$ cat src/verilog/victim_select.sv
// picks the way to replace on a miss, invalid ways first, else lfsr based
`timescale 1ns/1ps

module victim_select #(
    parameter int NUM_WAY = 2
) (
    input  logic               clk,
    input  logic               reset,
    input  logic               miss,
    input  logic [NUM_WAY-1:0] valid_ways,
    output logic [NUM_WAY-1:0] victim_way
);

    logic [7:0]         lfsr;
    logic [NUM_WAY-1:0] choice;
    logic [NUM_WAY-1:0] victim_q;

    always_comb begin
        choice = NUM_WAY'(1) << (lfsr % NUM_WAY);
        for (int w = NUM_WAY - 1; w >= 0; w--)
            if (!valid_ways[w]) choice = NUM_WAY'(1) << w;  // lowest free way wins
    end

    always_ff @(posedge clk) begin
        if (reset) begin
            lfsr     <= 8'hb5;
            victim_q <= NUM_WAY'(1);
        end else if (miss) begin
            lfsr     <= {lfsr[6:0], lfsr[7] ^ lfsr[5] ^ lfsr[4] ^ lfsr[3]};
            victim_q <= choice;
        end
    end

    // live choice in the miss cycle and the held copy after it
    assign victim_way = miss ? choice : victim_q;

endmodule

$ cat config.mk
export PLATFORM = sky130hd
export DESIGN_NAME = victim_select
export DESIGN_NICKNAME = d
export VERILOG_FILES = /design/src/verilog/victim_select.sv
export SDC_FILE = /design/constraint.sdc
export NUM_CORES = 1
export LEC_CHECK = 0
export BUFFER_PORTS_ARGS = -buffer_cell sky130_fd_sc_hd__buf_2
export CAP_MARGIN = 25
export CORE_AREA = 2 2 39 41
export CTS_BUF_LIST = sky130_fd_sc_hd__clkbuf_4 sky130_fd_sc_hd__clkbuf_8 sky130_fd_sc_hd__clkbuf_16
export CTS_CLUSTER_DIAMETER = 50
export DETAILED_ROUTE_END_ITERATION = 7
export DIE_AREA = 0 0 41 43
export GPL_TIMING_DRIVEN = 0
export PLACE_DENSITY_LB_ADDON = 0.3
export SYNTH_ARGS = -nofsm -noshare
export SYNTH_HDL_FRONTEND = slang
export SYNTH_SLANG_ARGS = --single-unit
$ cat constraint.sdc
create_clock -name clk -period 1.51 [get_ports clk]
set_clock_uncertainty 0.05 [all_clocks]
set_input_delay 0.453 -clock clk [delete_from_list [all_inputs] [get_ports clk]]
set_output_delay 0.453 -clock clk [all_outputs]
set_load 0.01 [all_outputs]
==> impl_metrics.csv <==
group,metric,value,unit
timing,setup-violations-final,2,
grt,grt_util_all_layers,8.493,%
yosys,synth_area,395.4,sq um
die,core-area,0.001384,sq mm
critical_path,path_class,"reg -> out",
layout,n_fill_cell,150,
yosys,synth_cell_types,15,
timing,hold_viol,0,
routing,drtPass1Iterations,2,
routing,avgViaCountPerCell,4.294,
die,die_area,0.001763,sq mm
hold_path,worstHoldPathType,"in -> reg",
critical_path,crit_arrival,1.08,ns
critical_path,path_max_fanout,3,
timing,period_minus_slack,1.580,ns
critical_path,start_kind,"flip-flop",
critical_path,rrSetupSlack,0.60,ns
timing,period_share,104.7,%
yosys,yosys_warnings,0,
placement,port_buffers,6,
routing,num_vias,292,
clock_network,clock_sinks,10,
yosys,synth_cells,39,
layout,diodes,0,
power_and_ir_drop,power,0.6187,mW
timing,slew_headroom,83.82,%
timing,finalSetupTns,-0.08053,ns
placement,place_ws,-0.1730,ns
critical_path,cp.required,1.01,ns
timing,slew_violations,0,
yosys,ys_ff_latch,10,
critical_path,end_kind,"output port",
clock_network,cts_tree,"built",
clock_network,clockBufferDepth,2,
routing,wirelength,582,um
routing,drt_iter0_markers,4,
placement,post-place-cells,61,
routing,routed.top_layer,"met3",
placement,dpl_cell_area,445.4,sq um
timing,post-route-worst-setup-slack,-0.07031,ns
routing,wl_met1,288,um
yosys,syn_avg_cell_area,10.14,sq um
grt,grt_antenna_before_repair,0,
clock_network,clk_latency,0.26,ns
placement,gp_routability_congestion,0.6458,
layout,seq_area,201.4,sq um
layout,stdcell_count,68,
clock_network,postCtsHoldBufs,0,
grt,grt_pass1_vias,251,
die,start_util,28.57,%
power_and_ir_drop,powerDensity,1209,mW/mm^2
clock_network,cts_root_buffer,"clkbuf_4",
routing,drc,0,
timing,tightest_slew,0.2417,ns
layout,multi_input_area,178.9,sq um
die,die_x,41,um
run,drv_cap,0,
die,ios,7,
power_and_ir_drop,ir_drop,0.7499,mV
yosys,synth_fp_nets,44,
routing,wl_met2,238,um
clock_network,cts_inserted_buffers,3,
routing,wl_met3,56,um
layout,syn_to_final_growth,29.43,%
power_and_ir_drop,p_leak,0.2403,nW
timing,max_freq,0.6328,GHz
routing,post_drt_wl_per_cell,8.559,um
clock_network,clk_pin_slew,0.07,ns
layout,layout_commonest_cell,"dfxtp_1",
outcome,violations,"setup timing",
layout,layout_common_cells,"dfxtp_1, mux2i_1, buf_2",
layout,drive_gt1_share,30.77,%
grt,gr-total-overflow,0,
yosys,seq_area_frac_synth,50.63,%
die,die_h,43,um
die,fp-row-count,14,
routing,postRouteAntennaNets,0,
outcome,status,"finished, violations left",
layout,stdcell_area,511.7,sq um
grt,grt_first_pass_wirelength,966,um
grt,grt_max_degree,10,
layout,final_nets,58,
timing,rsz0062_at_grt,"yes",
clock_network,htreeDepth,1,
path summary, 6_finish.rpt:
check                              start                      to  depth (start not counted)
hold reg to reg   victim_q[1]$_SDFF_PP0_  victim_q[1]$_SDFF_PP0_                          2
hold / removal                     reset  victim_q[1]$_SDFF_PP0_                          2
setup / recovery    lfsr[0]$_SDFFE_PP1P_           victim_way[0]                          3
setup reg to reg    lfsr[0]$_SDFFE_PP1P_  victim_q[1]$_SDFF_PP0_                          3
layout make-up:
type                    instances  area share, %
well taps                      16          3.912
multi-input cells              26          34.96
repair buffers                  9          10.27
clock buffers                   4          7.090
plain buffers                   1          2.934
inverters                       2          1.467
flip-flops and latches         10          39.36
synthesized netlist by cell type:
cell      number  area [sq um]
dfxtp_1       10         200.2
mux2i_1        7         70.07
nand2_1        5         18.77
nor2_1         3         11.26
xnor2_1        3         26.28
inv_1          2         7.510
a21o_1         1         7.510
a21oi_1        1         5.000
a31oi_1        1         6.260
and2_1         1         6.260
buf_6          1         11.26
nand2b_1       1         6.260
nor3_1         1         5.000
o211ai_1       1         7.510
or2_2          1         6.260
where the power goes:
| group | internal (mW) | switching [mW] |
|---|---|---|
| Clock | 0.146 | 0.0864 |
| Sequential | 0.287 | 0.0128 |
| Combinational | 0.0495 | 0.0365 |
| Total | 0.483 | 0.136 |
flip-flops by register name, summed over array words and instances (netlist names):
register	count
lfsr	8
victim_q	2
critical path, cell delays in order (launching register included):
cell and delay, ns:
dfxtp_2 0.32, o211ai_1 0.22, and2_1 0.16, buf_2 0.12
what timing repair did:
action / CTS / global route
buffers inserted: 3 / 0
pin swaps: 2 / 1
gates resized for setup: 3 / 0
setup endpoints to repair: 2 / 2
per-stage QoR:
stage | util [%] | hold WS (ns)
after detailed placement | 32.19 | 0.4133
after global routing | 36.98 | 0.3986
after floorplan | - | 0.3905
final | 36.98 | 0.3974
after global placement | 32.19 | 0.4148
after CTS | 36.98 | 0.3887
cell families after synthesis:
group	synth area share (%)
AO/OA/AOI/OAI	6.647
XOR/XNOR	6.647
buffers and inverters	4.747
flip-flops	50.63
multiplexers	17.72
AND/OR/NAND/NOR	13.61
routing by layer:
layer	vias to the layer above	GRT usage (%)
li1	154	-
met1	129	9.539
met2	9	11.56
met3	0	7.853
met4	0	2.000
met5	-	0
Power figures use the tool's default switching activity.
