===== src/verilog/cache_fsm.sv =====
// main cache controller, sequences lookup, write-back and refill and drives both handshakes
`timescale 1ns/1ps

module cache_fsm (
    input  logic clk,
    input  logic reset,
    input  logic valid,
    input  logic req_write,
    input  logic hit,
    input  logic victim_dirty,
    input  logic rd_rdy,
    input  logic wr_rdy,
    input  logic ret_valid,
    input  logic ret_last,
    input  logic refill_word_hit,
    output logic addr_ok,
    output logic data_ok,
    output logic accept,
    output logic lookup,
    output logic hit_write,
    output logic miss,
    output logic refill_write,
    output logic rd_req,
    output logic wr_req,
    output logic counter_clear
);

    typedef enum logic [2:0] {IDLE, LOOKUP, MISS, DIRTY_MISS, REFILL} state_t;

    state_t state, state_next;

    always_ff @(posedge clk) begin
        if (reset)
            state <= IDLE;
        else
            state <= state_next;
    end

    always_comb begin
        state_next = state;
        case (state)
            IDLE:       if (valid) state_next = LOOKUP;
            LOOKUP: begin
                if (hit)
                    state_next = valid ? LOOKUP : IDLE;  // back-to-back hits stay here
                else
                    state_next = victim_dirty ? DIRTY_MISS : MISS;
            end
            MISS:       if (rd_rdy) state_next = REFILL;
            DIRTY_MISS: if (wr_rdy) state_next = MISS;  // fetch follows the write-back
            REFILL:     if (ret_valid && ret_last) state_next = IDLE;
            default:    state_next = IDLE;
        endcase
    end

    assign lookup        = (state == LOOKUP);
    assign addr_ok       = (state == IDLE) || (lookup && hit);
    assign accept        = valid && addr_ok;
    assign miss          = lookup && !hit;
    assign hit_write     = lookup && hit && req_write;
    assign refill_write  = (state == REFILL) && ret_valid;
    assign rd_req        = (state == MISS);
    assign wr_req        = (state == DIRTY_MISS);
    assign counter_clear = lookup;

    // writes never wait for the refill
    assign data_ok = (lookup && (hit || req_write))
                  || (refill_write && !req_write && refill_word_hit);

endmodule


===== config.mk =====
export PLATFORM = sky130hd
export DESIGN_NAME = cache_fsm
export DESIGN_NICKNAME = d
export VERILOG_FILES = /design/src/verilog/cache_fsm.sv
export SDC_FILE = /design/constraint.sdc
export NUM_CORES = 1
export LEC_CHECK = 0
export BUFFER_PORTS_ARGS = -buffer_cell sky130_fd_sc_hd__buf_4
export CAP_MARGIN = 20
export CORE_AREA = 2 2 39 41
export CTS_CLUSTER_SIZE = 12
export DETAILED_ROUTE_END_ITERATION = 10
export DIE_AREA = 0 0 41 43
export GPL_ROUTABILITY_DRIVEN = 0
export SYNTH_ARGS = -nofsm -noshare
export SYNTH_HDL_FRONTEND = slang
export SYNTH_SLANG_ARGS = --single-unit
export TNS_END_PERCENT = 10

===== constraint.sdc =====
create_clock -name clk -period 1.8 [get_ports clk]
set_clock_uncertainty 0.2 [all_clocks]
set_input_delay 0.18 -clock clk [delete_from_list [all_inputs] [get_ports clk]]
set_output_delay 0.18 -clock clk [all_outputs]
set_load 0.01 [all_outputs]

==> flow_metrics.py <==
metrics = {
    "timing": {
        "slew_viol_final": 0,
        "tightest_slew_ns": 0.3478,
        "rsz0062_at_grt": "no",
        "slew_headroom": 0.7678,
        "finalCritPeriodShare": 0.9405,
        "hold_viol": 0,
        "setup_violations": 0,
        "fmax_mhz": 590.7,
        "min_period_ns": 1.693,
        "whs_ns": 0.04205,
        "tns_ns": 0,
    },
    "worst_setup_path": {
        "reg2reg_depth": 4,
        "crit_start": "state[0]$_SDFFE_PP0P_",
        "crit_type": "reg2out",
        "cp.required_ns": 1.42,
        "crit_arrival_ns": 1.31,
        "crit_end": "data_ok",
        "r2r_slack_ns": 0.38,
        "r2r_start": "state[0]$_SDFFE_PP0P_",
        "start_kind": "flop",
        "regToRegEndpoint": "state[0]$_SDFFE_PP0P_",
        "end_kind": "output port",
        "crit_path_max_fanout": 7,
    },
    "detailed_routing": {
        "vias": 338,
        "viasPerCell": 4.447,
        "wirelength_um": 703,
        "drt_iter0_drc": 0,
        "drtPass1Iterations": 1,
        "ant_nets": 0,
        "routedWlPerCell_um": 9.250,
        "drc": 0,
    },
    "yosys": {
        "yosys_register_bits": 3,
        "post_synth_num_cell_types": 24,
        "async_flop_share": 0,
        "ys_top_cells_by_area": "dfxtp_1, a2111oi_4, nand3b_1",
        "postSynthAreaPerCell_um2": 8.488,
        "yosys.area.top_type": "dfxtp_1",
        "synth_ff_type": "dfxtp_1",
        "ys_warn_count": 0,
        "synth-edff-count": 0,
        "ys_seq_area_frac": 0.1912,
        "synth_common_cells": "nor2_1, dfxtp_1, inv_1, nand3b_1",
        "netlist.area_leader.share": 0.1912,
        "synth_cells": 37,
        "synth.cell_area_um2": 314.1,
        "yosysMostFrequentCell": "nor2_1",
        "synth_nets": 48,
    },
    "pwr": {
        "power_uw": 273.6,
        "pwr_density_cell_mw_per_mm2": 534.7,
        "peakVddDrop_mv": 0.3347,
        "p_leak_uw": 0.0002415,
    },
    "finish": {
        "nets": 72,
        "syn_to_final_growth_pct": 62.95,
        "final_layout_size_suffix_gt1_frac": 0.6000,
        "largest_register_ffs": 3,
        "antennaDiodeCount": 0,
        "regMostFlops": "state",
        "largest_registers": "state (3)",
        "fill_cells": 148,
    },
    "grt": {
        "grt_max_degree": 11,
        "grt_use_total": 0.09719,
        "grt_pass1_vias": 284,
        "grt.overflow.total": 0,
        "grt_pass1_wl_mm": 1.124,
        "antenna_found_initial": 0,
    },
    "placed_design": {
        "port_buffers": 20,
        "post-dp-hpwl_um": 571.8,
    },
    "floorplan": {
        "ios": 21,
        "fp.coreArea_mm2": 0.001384,
        "row_count": 14,
        "fp.dieH_um": 43,
        "die_area_mm2": 0.001763,
        "initial_utilization": 0.2269,
        "die_w_um": 41,
    },
    "clock_tree": {
        "clock_latency_ns": 0.23,
        "clockRootBuffer": "clkbuf_4",
        "tritoncts.num_buffers": 3,
        "clock_sinks": 3,
        "cts_tree": "built",
        "cts_max_path_buffers": 2,
        "path_clk_slew_ns": 0.04,
        "htreeDepth": 1,
    },
    "outcome": {
        "status": "completed",
    },
    "job": {
        "maxCapViolCount": 0,
    },
    "min_path": {
        "worstHoldPathType": "in2reg",
    },
}
[what timing repair did]
action | CTS | global route
buffers inserted | 0 | 0
setup endpoints to repair | 2 | 2
endpoints found under the hold margin | 3 | 0
cloned | 0 | 0
resized for setup | 2 | 2
hold buffers | 1 | 0
[metal layers]
| metal | part of all wire | vias up | track usage |
|---|---|---|---|
| met2 | 0.49 | 9 | 0.1375 |
| met5 | 0 | - | 0 |
| met1 | 0.46 | 153 | 0.1118 |
| met3 | 0.050 | 0 | 0.07853 |
| li1 | - | 176 | - |
| met4 | 0 | 0 | 0.02000 |
[area by class of cell]
type	count	area (µm²)	area share
Clock buffer	4	26.28	0.05134
Timing Repair Buffer	21	160.2	0.3130
Multi-Input combinational cell	29	231.5	0.4523
Tap cell	16	20.02	0.03912
Inverter	3	11.26	0.02200
Sequential cell	3	62.56	0.1222
[cell usage in the layout, fill, tap and decap left out, types with 2 or more instances in the layout]
cell / instances
inv_1: 3
a21oi_1: 2
nand2_1: 2
nor2_1: 3
o21ai_0: 2
clkbuf_4: 3
buf_4: 20
dfxtp_2: 2
nand3b_1: 3
[worst max-delay path: stages, from the launching register on]
cell	delay, ns
dfxtp_1	0.52
nor3b_2	0.09
and2_1	0.18
nand3b_1	0.07
o21ai_0	0.08
buf_4	0.15
[how the worst min path moves through the flow]
stage / start / endpoint / slack, ns / cells past startpoint
finish: rd_rdy / state[2]$_SDFFE_PP0P_ / 0.04 / 3
global route: rd_rdy / state[2]$_SDFFE_PP0P_ / 0.04 / 3
CTS: rd_rdy / state[2]$_SDFFE_PP0P_ / 0.04 / 3
detailed placement: reset / state[1]$_SDFFE_PP0P_ / 0.17 / 2
global placement: reset / state[1]$_SDFFE_PP0P_ / 0.18 / 2
floorplan: reset / state[1]$_SDFFE_PP0P_ / 0.04 / 1
[logic make-up after synthesis]
logic type / count (synthesis) / synth area share
buffers and inverters: 5 / 0.09562
muxes: 1 / 0.04779
DFF: 3 / 0.1912
AOI/OAI and AO/OA: 9 / 0.2789
and+or+nand+nor: 19 / 0.3865
[where the power goes]
group          internal [µW]  total [µW]  switching, µW
sequential              69.7        76.9           7.27
combinational           47.9        79.7           31.7
clock                   83.0         117           34.0
total                    201         274           73.0
[through the flow]
stage / setup slack (ns) / cell area [µm²] / utilization / std cells
6_report: 0.1072 / 511.7 / 0.3698 / 76
5_1_grt: 0.003596 / 511.7 / 0.3698 / 76
4_1_cts: 0.04534 / 504.2 / 0.3644 / 76
3_5_place_dp: 0.2249 / 465.4 / 0.3363 / 71
3_3_place_gp: 0.2123 / 465.4 / 0.3363 / 71
2_1_floorplan: 0.3481 / 314.1 / - / 37
No activity file was read; power rests on OpenSTA's default activity.
