## src/verilog/cache_geom_pkg.sv

```systemverilog
// cache geometry and address layout, referenced by scoped name from the RTL and testbench
package cache_geom_pkg;

    localparam int LINE_BYTES     = 16;
    localparam int WORDS_PER_LINE = LINE_BYTES / 4;
    localparam int SETS           = 64;

    localparam int OFFSET_W = $clog2(LINE_BYTES);
    localparam int INDEX_W  = $clog2(SETS);
    localparam int TAG_W    = 32 - INDEX_W - OFFSET_W;
    localparam int BANK_W   = $clog2(WORDS_PER_LINE);  // word select inside a line

    typedef logic [TAG_W-1:0]   tag_t;
    typedef logic [INDEX_W-1:0] index_t;
    typedef logic [BANK_W-1:0]  bank_t;

    // tag in the msbs, then set index and byte offset
    typedef struct packed {
        tag_t                tag;
        index_t              index;
        logic [OFFSET_W-1:0] offset;
    } addr_fields_t;

    typedef union packed {
        logic [31:0]  raw;
        addr_fields_t fields;
    } cache_addr_t;

endpackage

```

## src/verilog/cache_bus_pkg.sv

```systemverilog
// data types shared by the cpu port and the memory port of the cache
package cache_bus_pkg;

    typedef logic [31:0] word_t;
    typedef logic [3:0]  strb_t;  // one bit per byte lane

    // word 0 sits in bits 31:0
    typedef logic [127:0] line_t;

endpackage

```

## src/verilog/request_buffer.sv

```systemverilog
// holds the accepted cpu request and builds the line addresses for the memory side
`timescale 1ns/1ps

module request_buffer (
    input  logic                   clk,
    input  logic                   accept,
    input  cache_bus_pkg::word_t   addr,
    input  logic                   write,
    input  cache_bus_pkg::strb_t   wstrb,
    input  cache_bus_pkg::word_t   wdata,
    input  cache_geom_pkg::bank_t  ptr,
    input  cache_geom_pkg::tag_t   victim_tag,
    output cache_geom_pkg::tag_t   req_tag,
    output cache_geom_pkg::index_t req_index,
    output cache_geom_pkg::bank_t  req_bank,
    output logic                   req_write,
    output cache_bus_pkg::strb_t   req_wstrb,
    output cache_bus_pkg::word_t   req_wdata,
    output logic                   refill_word_hit,
    output cache_bus_pkg::word_t   rd_addr,
    output cache_bus_pkg::word_t   wr_addr
);

    cache_geom_pkg::cache_addr_t in_addr;
    cache_geom_pkg::cache_addr_t rd_line;
    cache_geom_pkg::cache_addr_t wr_line;

    assign in_addr.raw = addr;

    always_ff @(posedge clk) begin
        if (accept) begin
            req_tag   <= in_addr.fields.tag;
            req_index <= in_addr.fields.index;
            req_bank  <= in_addr.fields.offset[cache_geom_pkg::OFFSET_W-1:2];
            req_write <= write;
            req_wstrb <= wstrb;
            req_wdata <= wdata;
        end
    end

    // both memory addresses are line aligned
    always_comb begin
        rd_line.fields.tag    = req_tag;
        rd_line.fields.index  = req_index;
        rd_line.fields.offset = '0;
        wr_line.fields.tag    = victim_tag;  // the old line's own address
        wr_line.fields.index  = req_index;
        wr_line.fields.offset = '0;
    end

    assign rd_addr = rd_line.raw;
    assign wr_addr = wr_line.raw;

    assign refill_word_hit = (ptr == req_bank);  // requested word arriving now

endmodule

```

## config.mk

```make
export PLATFORM = sky130hd
export DESIGN_NAME = request_buffer
export DESIGN_NICKNAME = d
export VERILOG_FILES = /design/src/verilog/cache_geom_pkg.sv /design/src/verilog/cache_bus_pkg.sv /design/src/verilog/request_buffer.sv
export SDC_FILE = /design/constraint.sdc
export NUM_CORES = 1
export LEC_CHECK = 0
export BUFFER_PORTS_ARGS = -buffer_cell sky130_fd_sc_hd__clkbuf_2
export CELL_PAD_IN_SITES_DETAIL_PLACEMENT = 0
export CELL_PAD_IN_SITES_GLOBAL_PLACEMENT = 1
export CORE_MARGIN = 5
export CORE_UTILIZATION = 25
export CTS_BUF_LIST = sky130_fd_sc_hd__clkbuf_4
export CTS_CLUSTER_SIZE = 14
export DETAILED_ROUTE_END_ITERATION = 16
export PLACE_DENSITY_LB_ADDON = 0.3
export SYNTH_ARGS = -nofsm -noshare
export SYNTH_HDL_FRONTEND = slang
export SYNTH_SLANG_ARGS = --single-unit
```

## constraint.sdc

```tcl
create_clock -name clk -period 0.8 [get_ports clk]
set_input_delay 0.08 -clock clk [delete_from_list [all_inputs] [get_ports clk]]
set_output_delay 0.08 -clock clk [all_outputs]
set_load 0.02 [all_outputs]
```

==> results of run 1 <==
-- registers in the layout, indices dropped and copies added (netlist names) --
| signal | cells |
|---|---|
| req_index | 6 |
| req_wstrb | 4 |
| req_bank | 2 |
| req_write | 1 |
| req_tag | 22 |
| req_wdata | 32 |
-- worst max path at each step --
stage	start	to	cells past startpoint
after global routing	req_bank[1]$_DFFE_PP_	refill_word_hit	3
after detailed placement	req_bank[1]$_DFFE_PP_	refill_word_hit	3
final	req_bank[0]$_DFFE_PP_	refill_word_hit	3
after global placement	req_bank[0]$_DFFE_PP_	refill_word_hit	3
after floorplan	req_bank[0]$_DFFE_PP_	refill_word_hit	2
after CTS	req_bank[1]$_DFFE_PP_	refill_word_hit	3
-- cells in the final DEF, fill, tap and decap left out --
cell,netlist,layout
clkbuf_4,0,10
conb_1,1,8
inv_6,0,3
clkinv_2,0,1
nor2_2,0,1
clkbuf_8,0,6
edfxtp_1,67,67
buf_2,0,6
buf_4,64,3
xor2_1,2,2
clkbuf_2,0,69
buf_12,0,2
dlygate4sd3_1,0,68
buf_6,0,89
clkinvlp_4,0,1
bufinv_16,0,2
-- per-stage QoR --
step | std cells | hold slack (ns) | instance area, sq um | setup slack, ns | setup TNS, ns
final | 471 | 0.1600 | 4609 | -0.5100 | -28.02
after global routing | 471 | 0.1316 | 4609 | -0.6311 | -36.65
after CTS | 471 | 0.1287 | 4050 | -0.5732 | -31.62
after detailed placement | 386 | 0.1601 | 3141 | -0.1049 | -0.1391
after global placement | 386 | 0.1601 | 3141 | -0.07583 | -0.07583
after floorplan | 142 | 0.1789 | 2546 | -0.1795 | -0.1795
-- cells by family after synthesis --
family	Yosys count	synth area share, %
flops	67	79.92
xor+xnor	2	0.6960
buf+inv	64	19.09
other cells	1	0.1490
simple gates	1	0.1490
-- power groups by stage --
stage	combinational, uW	sequential [uW]	clock, uW
final	1990	4360	2630
after detailed placement	1270	4360	0
after global placement	1270	4350	0
after global routing	2100	4390	2950
after floorplan	610	4720	0
after CTS	1590	4280	2750
-- per-layer routing --
layer | global-route usage (%) | vias to the layer above | wire (um)
met5 | 0 | - | 0
met4 | 6.420 | 0 | 172
met3 | 5.416 | 18 | 850
met2 | 17.20 | 111 | 3665
met1 | 9.944 | 781 | 2121
li1 | - | 799 | -
-- worst max-delay path: cells and delay by family, from the launching register on --
| kind | cells | cell delay, ns |
|---|---|---|
| xor+xnor | 1 | 0.16 |
| buf+inv | 1 | 0.15 |
| flops | 1 | 0.41 |
| simple gates | 1 | 0.12 |
-- final cells by class --
type                       instances  area, sq um  share of cell area (%)
sequential                        67         2012                   43.65
timing repair buffer             244         2211                   47.96
clock inverter                     7        98.84                   2.144
clock buffer                       9        67.56                   1.466
tap                              133        166.4                   3.610
multi-input combinational         11        53.80                   1.167
-- what timing repair did --
item                       CTS  global route
hold endpoints to repair    68             0
setup endpoints to repair  102           102
buffers inserted             1             0
gates resized for setup     13           278
hold buffers                68             0
gates cloned                 0             0
==> run summary, run 1 <==
STATUS
----------------------------------------------------------------------------------
Outcome                                                               finished, violations left
Failing checks                                                        negative setup slack

GRT
----------------------------------------------------------------------------------
Number of antenna violations at the first check in global routing                0
Via count of the first global-routing pass                                    1797
Overflow left after global routing                                               0
Overall track demand over capacity in global routing                        10.28%
Wire length of the first global-routing pass                              9.011 mm
Largest net degree at the start of global routing                               31

CLOCK NETWORK
----------------------------------------------------------------------------------
Root buf cell                                                             clkbuf_4
Deepest level of the CTS H-tree                                                  3
TritonCTS sink count                                                            67
Clock-pin slew on the worst setup and hold paths                           0.10 ns
TritonCTS buffer count                                                           9
Maximum root-to-sink buffer count                                                2
CTS tree                                                                       yes

WORST HOLD PATH
----------------------------------------------------------------------------------
Critical hold path startpoint                                         victim_tag[4]
Number of stages on the worst hold path                                          0
Hold EP                                                                wr_addr[14]
Kind of path behind the tightest hold check                                 in2out

PLACED DESIGN
----------------------------------------------------------------------------------
Half-perimeter wire length of the detailed placement result               4.740 mm
Global placer's final weighted congestion                                   0.6639
Number of buffers inserted by port buffering                                   172

SYNTH
----------------------------------------------------------------------------------
Share of the synthesized area in the top cell type                          79.92%
Library cells used by synthesis                                                  5
Share of synthesized registers carrying an async set or reset                   0%
Avg Synthesized Cell Area                                              18.65 sq um
Synthesized netlist cell count                                                 135
Synth area leaders                                                    edfxtp_1, buf_4, xor2_1, conb_1, nor2_1
Leading cell type by number of instances after synthesis                  edfxtp_1
Yosys warns                                                                      0
Register area share after synthesis                                         79.92%
Largest area contributor in the netlist                                   edfxtp_1
Most instantiated cells after synthesis                               edfxtp_1, buf_4, xor2_1
Number of enable flip-flop cells after synthesis                                67
Primary FF master, synth                                                  edfxtp_1
Synthesized flop and latch total                                                67
Netlist Area Pre-Place                                                  2517 sq um

CELLS AND AREA
----------------------------------------------------------------------------------
Share of final-layout standard cells stronger than drive strength 1         57.10%
Layout fillers                                                                 875
Final-stage net count                                                          428
Final core utilization                                                      46.94%
Count of inserted antenna diode cells                                            0
Area growth syn-to-layout                                                   83.10%

CRITICAL PATH
----------------------------------------------------------------------------------
Data arrival time of the critical path                                     1.23 ns
Worst setup SP type                                                       register
Startpoint-to-endpoint class of the critical path                          reg2out
Max Fanout on Critical Path                                                      2
Slowest cell on the critical path                                         edfxtp_1
Largest stage delay on the critical path                                   0.41 ns
Worst EP required                                                          0.72 ns
Crit end category                                                       output pin
Crit-path cells                                                       xor2_1, nor2_2, clkbuf_8

DETAILED ROUTING
----------------------------------------------------------------------------------
WL per Instance                                                           14.46 um
DRC Markers                                                                      0
Number of vias after detailed routing                                         1709
TritonRoute pass-1 iters                                                         4
Initial DRC count                                                               31
Number of nets with antenna violations after routing                             0
Via density per instance                                                     3.628
Final Routed Wirelength                                                   6.810 mm

TIMING
----------------------------------------------------------------------------------
Pins Over Slew Limit                                                             0
Max Clock Freq                                                          0.7633 GHz
Minimum setup slack in the final design                                 -0.5100 ns
Final hold violations                                                            0
Shortest clock period the worst path allows after layout                  1.310 ns
Share of the clock period used by the worst path                            163.8%
Setup repair after global routing missed its margin                           true
Final count of negative-setup-slack endpoints                                  102

DIE
----------------------------------------------------------------------------------
IO Count                                                                       227
Total Die Area                                                         12180 sq um
Initial Utilization                                                         25.64%
Core area                                                               9819 sq um
Width of the die                                                          110.3 um
Count of standard-cell rows                                                     36
Overall die height                                                        110.3 um

POWER AND IR DROP
----------------------------------------------------------------------------------
Leak pwr                                                               0.001993 uW
Power, Total                                                               8970 uW
Sequential Power Share                                                       48.6%
Part of the power in combinational logic                                     22.2%
Power Dens Cells                                                      1946 nW/um^2
Internal power summed over all cells                                       6546 uW
Peak ir drop on the vdd network                                            1055 uV
Reported net switching power                                               2424 uW
Clock group share of total power                                             29.3%
Net switching share of the total power                                      27.02%

FLOW RUN
----------------------------------------------------------------------------------
Max Cap Violations                                                               0

Power figures use the tool's default switching activity.
==> run 2: changes to the inputs <==
Settings changed: CORE_MARGIN 5 to 4.
==> run 2 against run 1 <==
The run still ends with negative setup slack left. Core utilization decreased by 0.36 points. Combinational power about the same. Maximum frequency decreased by 2.2%. Die area decreased by 3.6%. Final area decreased by 1.2%. Sequential share of layout area increased by 0.54 points. Routed wire length increased by 2.0%. Via count increased by 2.3%. Sequential power about the same. Critical path depth unchanged. Sequential cell count unchanged. Total power decreased by 4.9%. Critical path type unchanged. Critical endpoint unchanged.
==> run summary, run 2 (synthesis gave the netlist of run 1 again) <==
STATUS
----------------------------------------------------------------------------------
Outcome                                                               finished, violations left
Failing checks                                                        negative setup slack

CLOCK NETWORK
----------------------------------------------------------------------------------
TritonCTS sink count                                                            67   unchanged
Root buf cell                                                             clkbuf_4
Clock-pin slew on the worst setup and hold paths                           0.11 ns   about the same
TritonCTS buffer count                                                           9   unchanged
Deepest level of the CTS H-tree                                                  3   unchanged
Maximum root-to-sink buffer count                                                2   unchanged
CTS tree                                                                       yes

POWER AND IR DROP
----------------------------------------------------------------------------------
Power Dens Cells                                                      1874 nW/um^2   -3.7%
Leak pwr                                                               0.001964 uW   -1.4%
Peak ir drop on the vdd network                                           917.8 uV   -13%

CRITICAL PATH
----------------------------------------------------------------------------------
Sum of buffers and inverters on the critical path                                1   unchanged
Crit. path cell count                                                            3   unchanged
Slowest cell on the critical path                                         edfxtp_1
Worst EP required                                                          0.72 ns   about the same
Largest stage delay on the critical path                                   0.41 ns   about the same
Cell family contributing the most delay on the critical path            flip-flops
Max Fanout on Critical Path                                                      2   unchanged
Startpoint-to-endpoint class of the critical path                          reg2out
Data arrival time of the critical path                                     1.26 ns   +0.03 ns
Crit-path cells                                                       xor2_1, nor2_2, clkbuf_8
Crit end category                                                       output pin
Worst setup SP type                                                       register

GRT
----------------------------------------------------------------------------------
Via count of the first global-routing pass                                    1882   +4.7%
Wire length of the first global-routing pass                              9.108 mm   +1.1%
Largest net degree at the start of global routing                               39   +26%
Overflow left after global routing                                               0   unchanged
Number of antenna violations at the first check in global routing                1   +1
Overall track demand over capacity in global routing                        10.56%   +0.28 points

PLACED DESIGN
----------------------------------------------------------------------------------
Global placer's final weighted congestion                                   0.6637   about the same
Number of buffers inserted by port buffering                                   172   unchanged
Post-DP Area                                                            3133 sq um   -0.24%
Worst slack, placed                                                     -0.1324 ns   -0.02749 ns
Half-perimeter wire length of the detailed placement result               4.411 mm   -6.9%

CELLS AND AREA
----------------------------------------------------------------------------------
Largest registers                                                     req_wdata (32), req_tag (22), req_index (6)
Area growth syn-to-layout                                                   80.86%
Share of final-layout standard cells stronger than drive strength 1         56.97%   -0.13 points
Final-stage net count                                                          427   -0.23%
Final core utilization                                                      46.58%   -0.36 points
Leading cell type in the layout, fill and taps excluded                      buf_6
Register with the most flip-flops                                        req_wdata
Cell area after layout                                                  4553 sq um   -1.2%
Flip-flop count of the largest register, all copies and words added             32   unchanged
Commonest cells after routing, fill and taps aside                    buf_6, clkbuf_2, dlygate4sd3_1, edfxtp_1, clkbuf_4

TIMING
----------------------------------------------------------------------------------
Final hold violations                                                            0   unchanged
Shortest clock period the worst path allows after layout                  1.340 ns   +0.02973 ns
Share of the clock period used by the worst path                            167.5%   +3.7 points
Pins Over Slew Limit                                                             0   unchanged
Setup repair after global routing missed its margin                           true
Final count of negative-setup-slack endpoints                                  102   unchanged
Max Clock Freq                                                          0.7464 GHz   -2.2%
Minimum setup slack in the final design                                 -0.5398 ns   -0.02973 ns

DETAILED ROUTING
----------------------------------------------------------------------------------
WL per Instance                                                           14.74 um   +2.0%
TritonRoute pass-1 iters                                                         2   -2
Initial DRC count                                                               35   +13%
Via density per instance                                                     3.711   +2.3%
Number of vias after detailed routing                                         1748   +2.3%
Final Routed Wirelength                                                   6.943 mm   +2.0%
Number of nets with antenna violations after routing                             0   unchanged
DRC Markers                                                                      0   unchanged

DIE
----------------------------------------------------------------------------------
IO Count                                                                       227   unchanged
Core area                                                               9774 sq um   -0.46%
Total Die Area                                                         11740 sq um   -3.6%
Initial Utilization                                                         25.76%   +0.12 points
Overall die height                                                        108.3 um   -1.8%
Width of the die                                                          108.3 um   -1.8%
Count of standard-cell rows                                                     36   unchanged

FLOW RUN
----------------------------------------------------------------------------------
Max Cap Violations                                                               0   unchanged

WORST HOLD PATH
----------------------------------------------------------------------------------
Kind of path behind the tightest hold check                                 in2out
Hold EP                                                                wr_addr[17]
Number of stages on the worst hold path                                          0   unchanged
Critical hold path startpoint                                         victim_tag[7]

[run 2: cell types whose count changed in the layout (fill, tap and decap cells not counted)]
cell / previous run / this run
clkbuf_8: 6 / 2
clkinvlp_4: 1 / 2
inv_6: 3 / 1
clkinv_2: 1 / 2
bufinv_16: 2 / 1
clkinv_1: 0 / 1
buf_4: 3 / 1
buf_2: 6 / 9
buf_6: 89 / 91
diode_2: 0 / 1
dlygate4sd3_1: 68 / 67
buf_8: 0 / 1
[run 2: routing by layer]
metal / GRT usage [%] / up-vias / routed length [um]
met3: 4.239 / 23 / 787
li1: - / 802 / -
met4: 6.943 / 0 / 202
met2: 18.16 / 111 / 3830
met5: 0 / - / 0
met1: 10.51 / 812 / 2122
[run 2: area by class of cell]
cell class	instances	area [sq um]
clock inverter	7	67.56
fill	881	5221
tap	133	166.4
timing repair buffer	243	2183
clock buffer	9	67.56
multi-input combinational	11	53.80
antenna	1	2.502
sequential	67	2012
[run 2: report_power, final]
| group | internal, uW | total, uW | leakage, uW | switching [uW] |
|---|---|---|---|---|
| logic | 1060 | 1980 | 0.00124 | 913 |
| clock network | 941 | 2200 | 0.0000698 | 1260 |
| registers | 4180 | 4360 | 0.000656 | 181 |
[run 2: stage by stage]
step                hold WS, ns  total power (uW)  cells  setup TNS, ns
finish                   0.1600              8532    471         -27.88
global route             0.1271              8953    470         -35.70
CTS                      0.1142              8169    469         -32.45
detailed placement       0.1601              5622    385        -0.2073
global placement         0.1601              5609    385       -0.07449
floorplan                0.1789              5326    142        -0.1795
[run 2: worst max path at each step]
stage,from,end
2_1_floorplan,req_bank[0]$_DFFE_PP_,refill_word_hit
3_3_place_gp,req_bank[0]$_DFFE_PP_,refill_word_hit
3_5_place_dp,req_bank[0]$_DFFE_PP_,refill_word_hit
4_1_cts,req_bank[1]$_DFFE_PP_,refill_word_hit
5_1_grt,req_bank[1]$_DFFE_PP_,refill_word_hit
6_report,req_bank[1]$_DFFE_PP_,refill_word_hit
[run 2: repair_timing]
action                                  4_1_cts  5_1_grt
setup buffers                                 1        1
hold buffers                                 67        0
endpoints found under the setup margin      102      102
endpoints found under the hold margin        67        0
resized for setup                             7      281
pin swaps                                     2        0
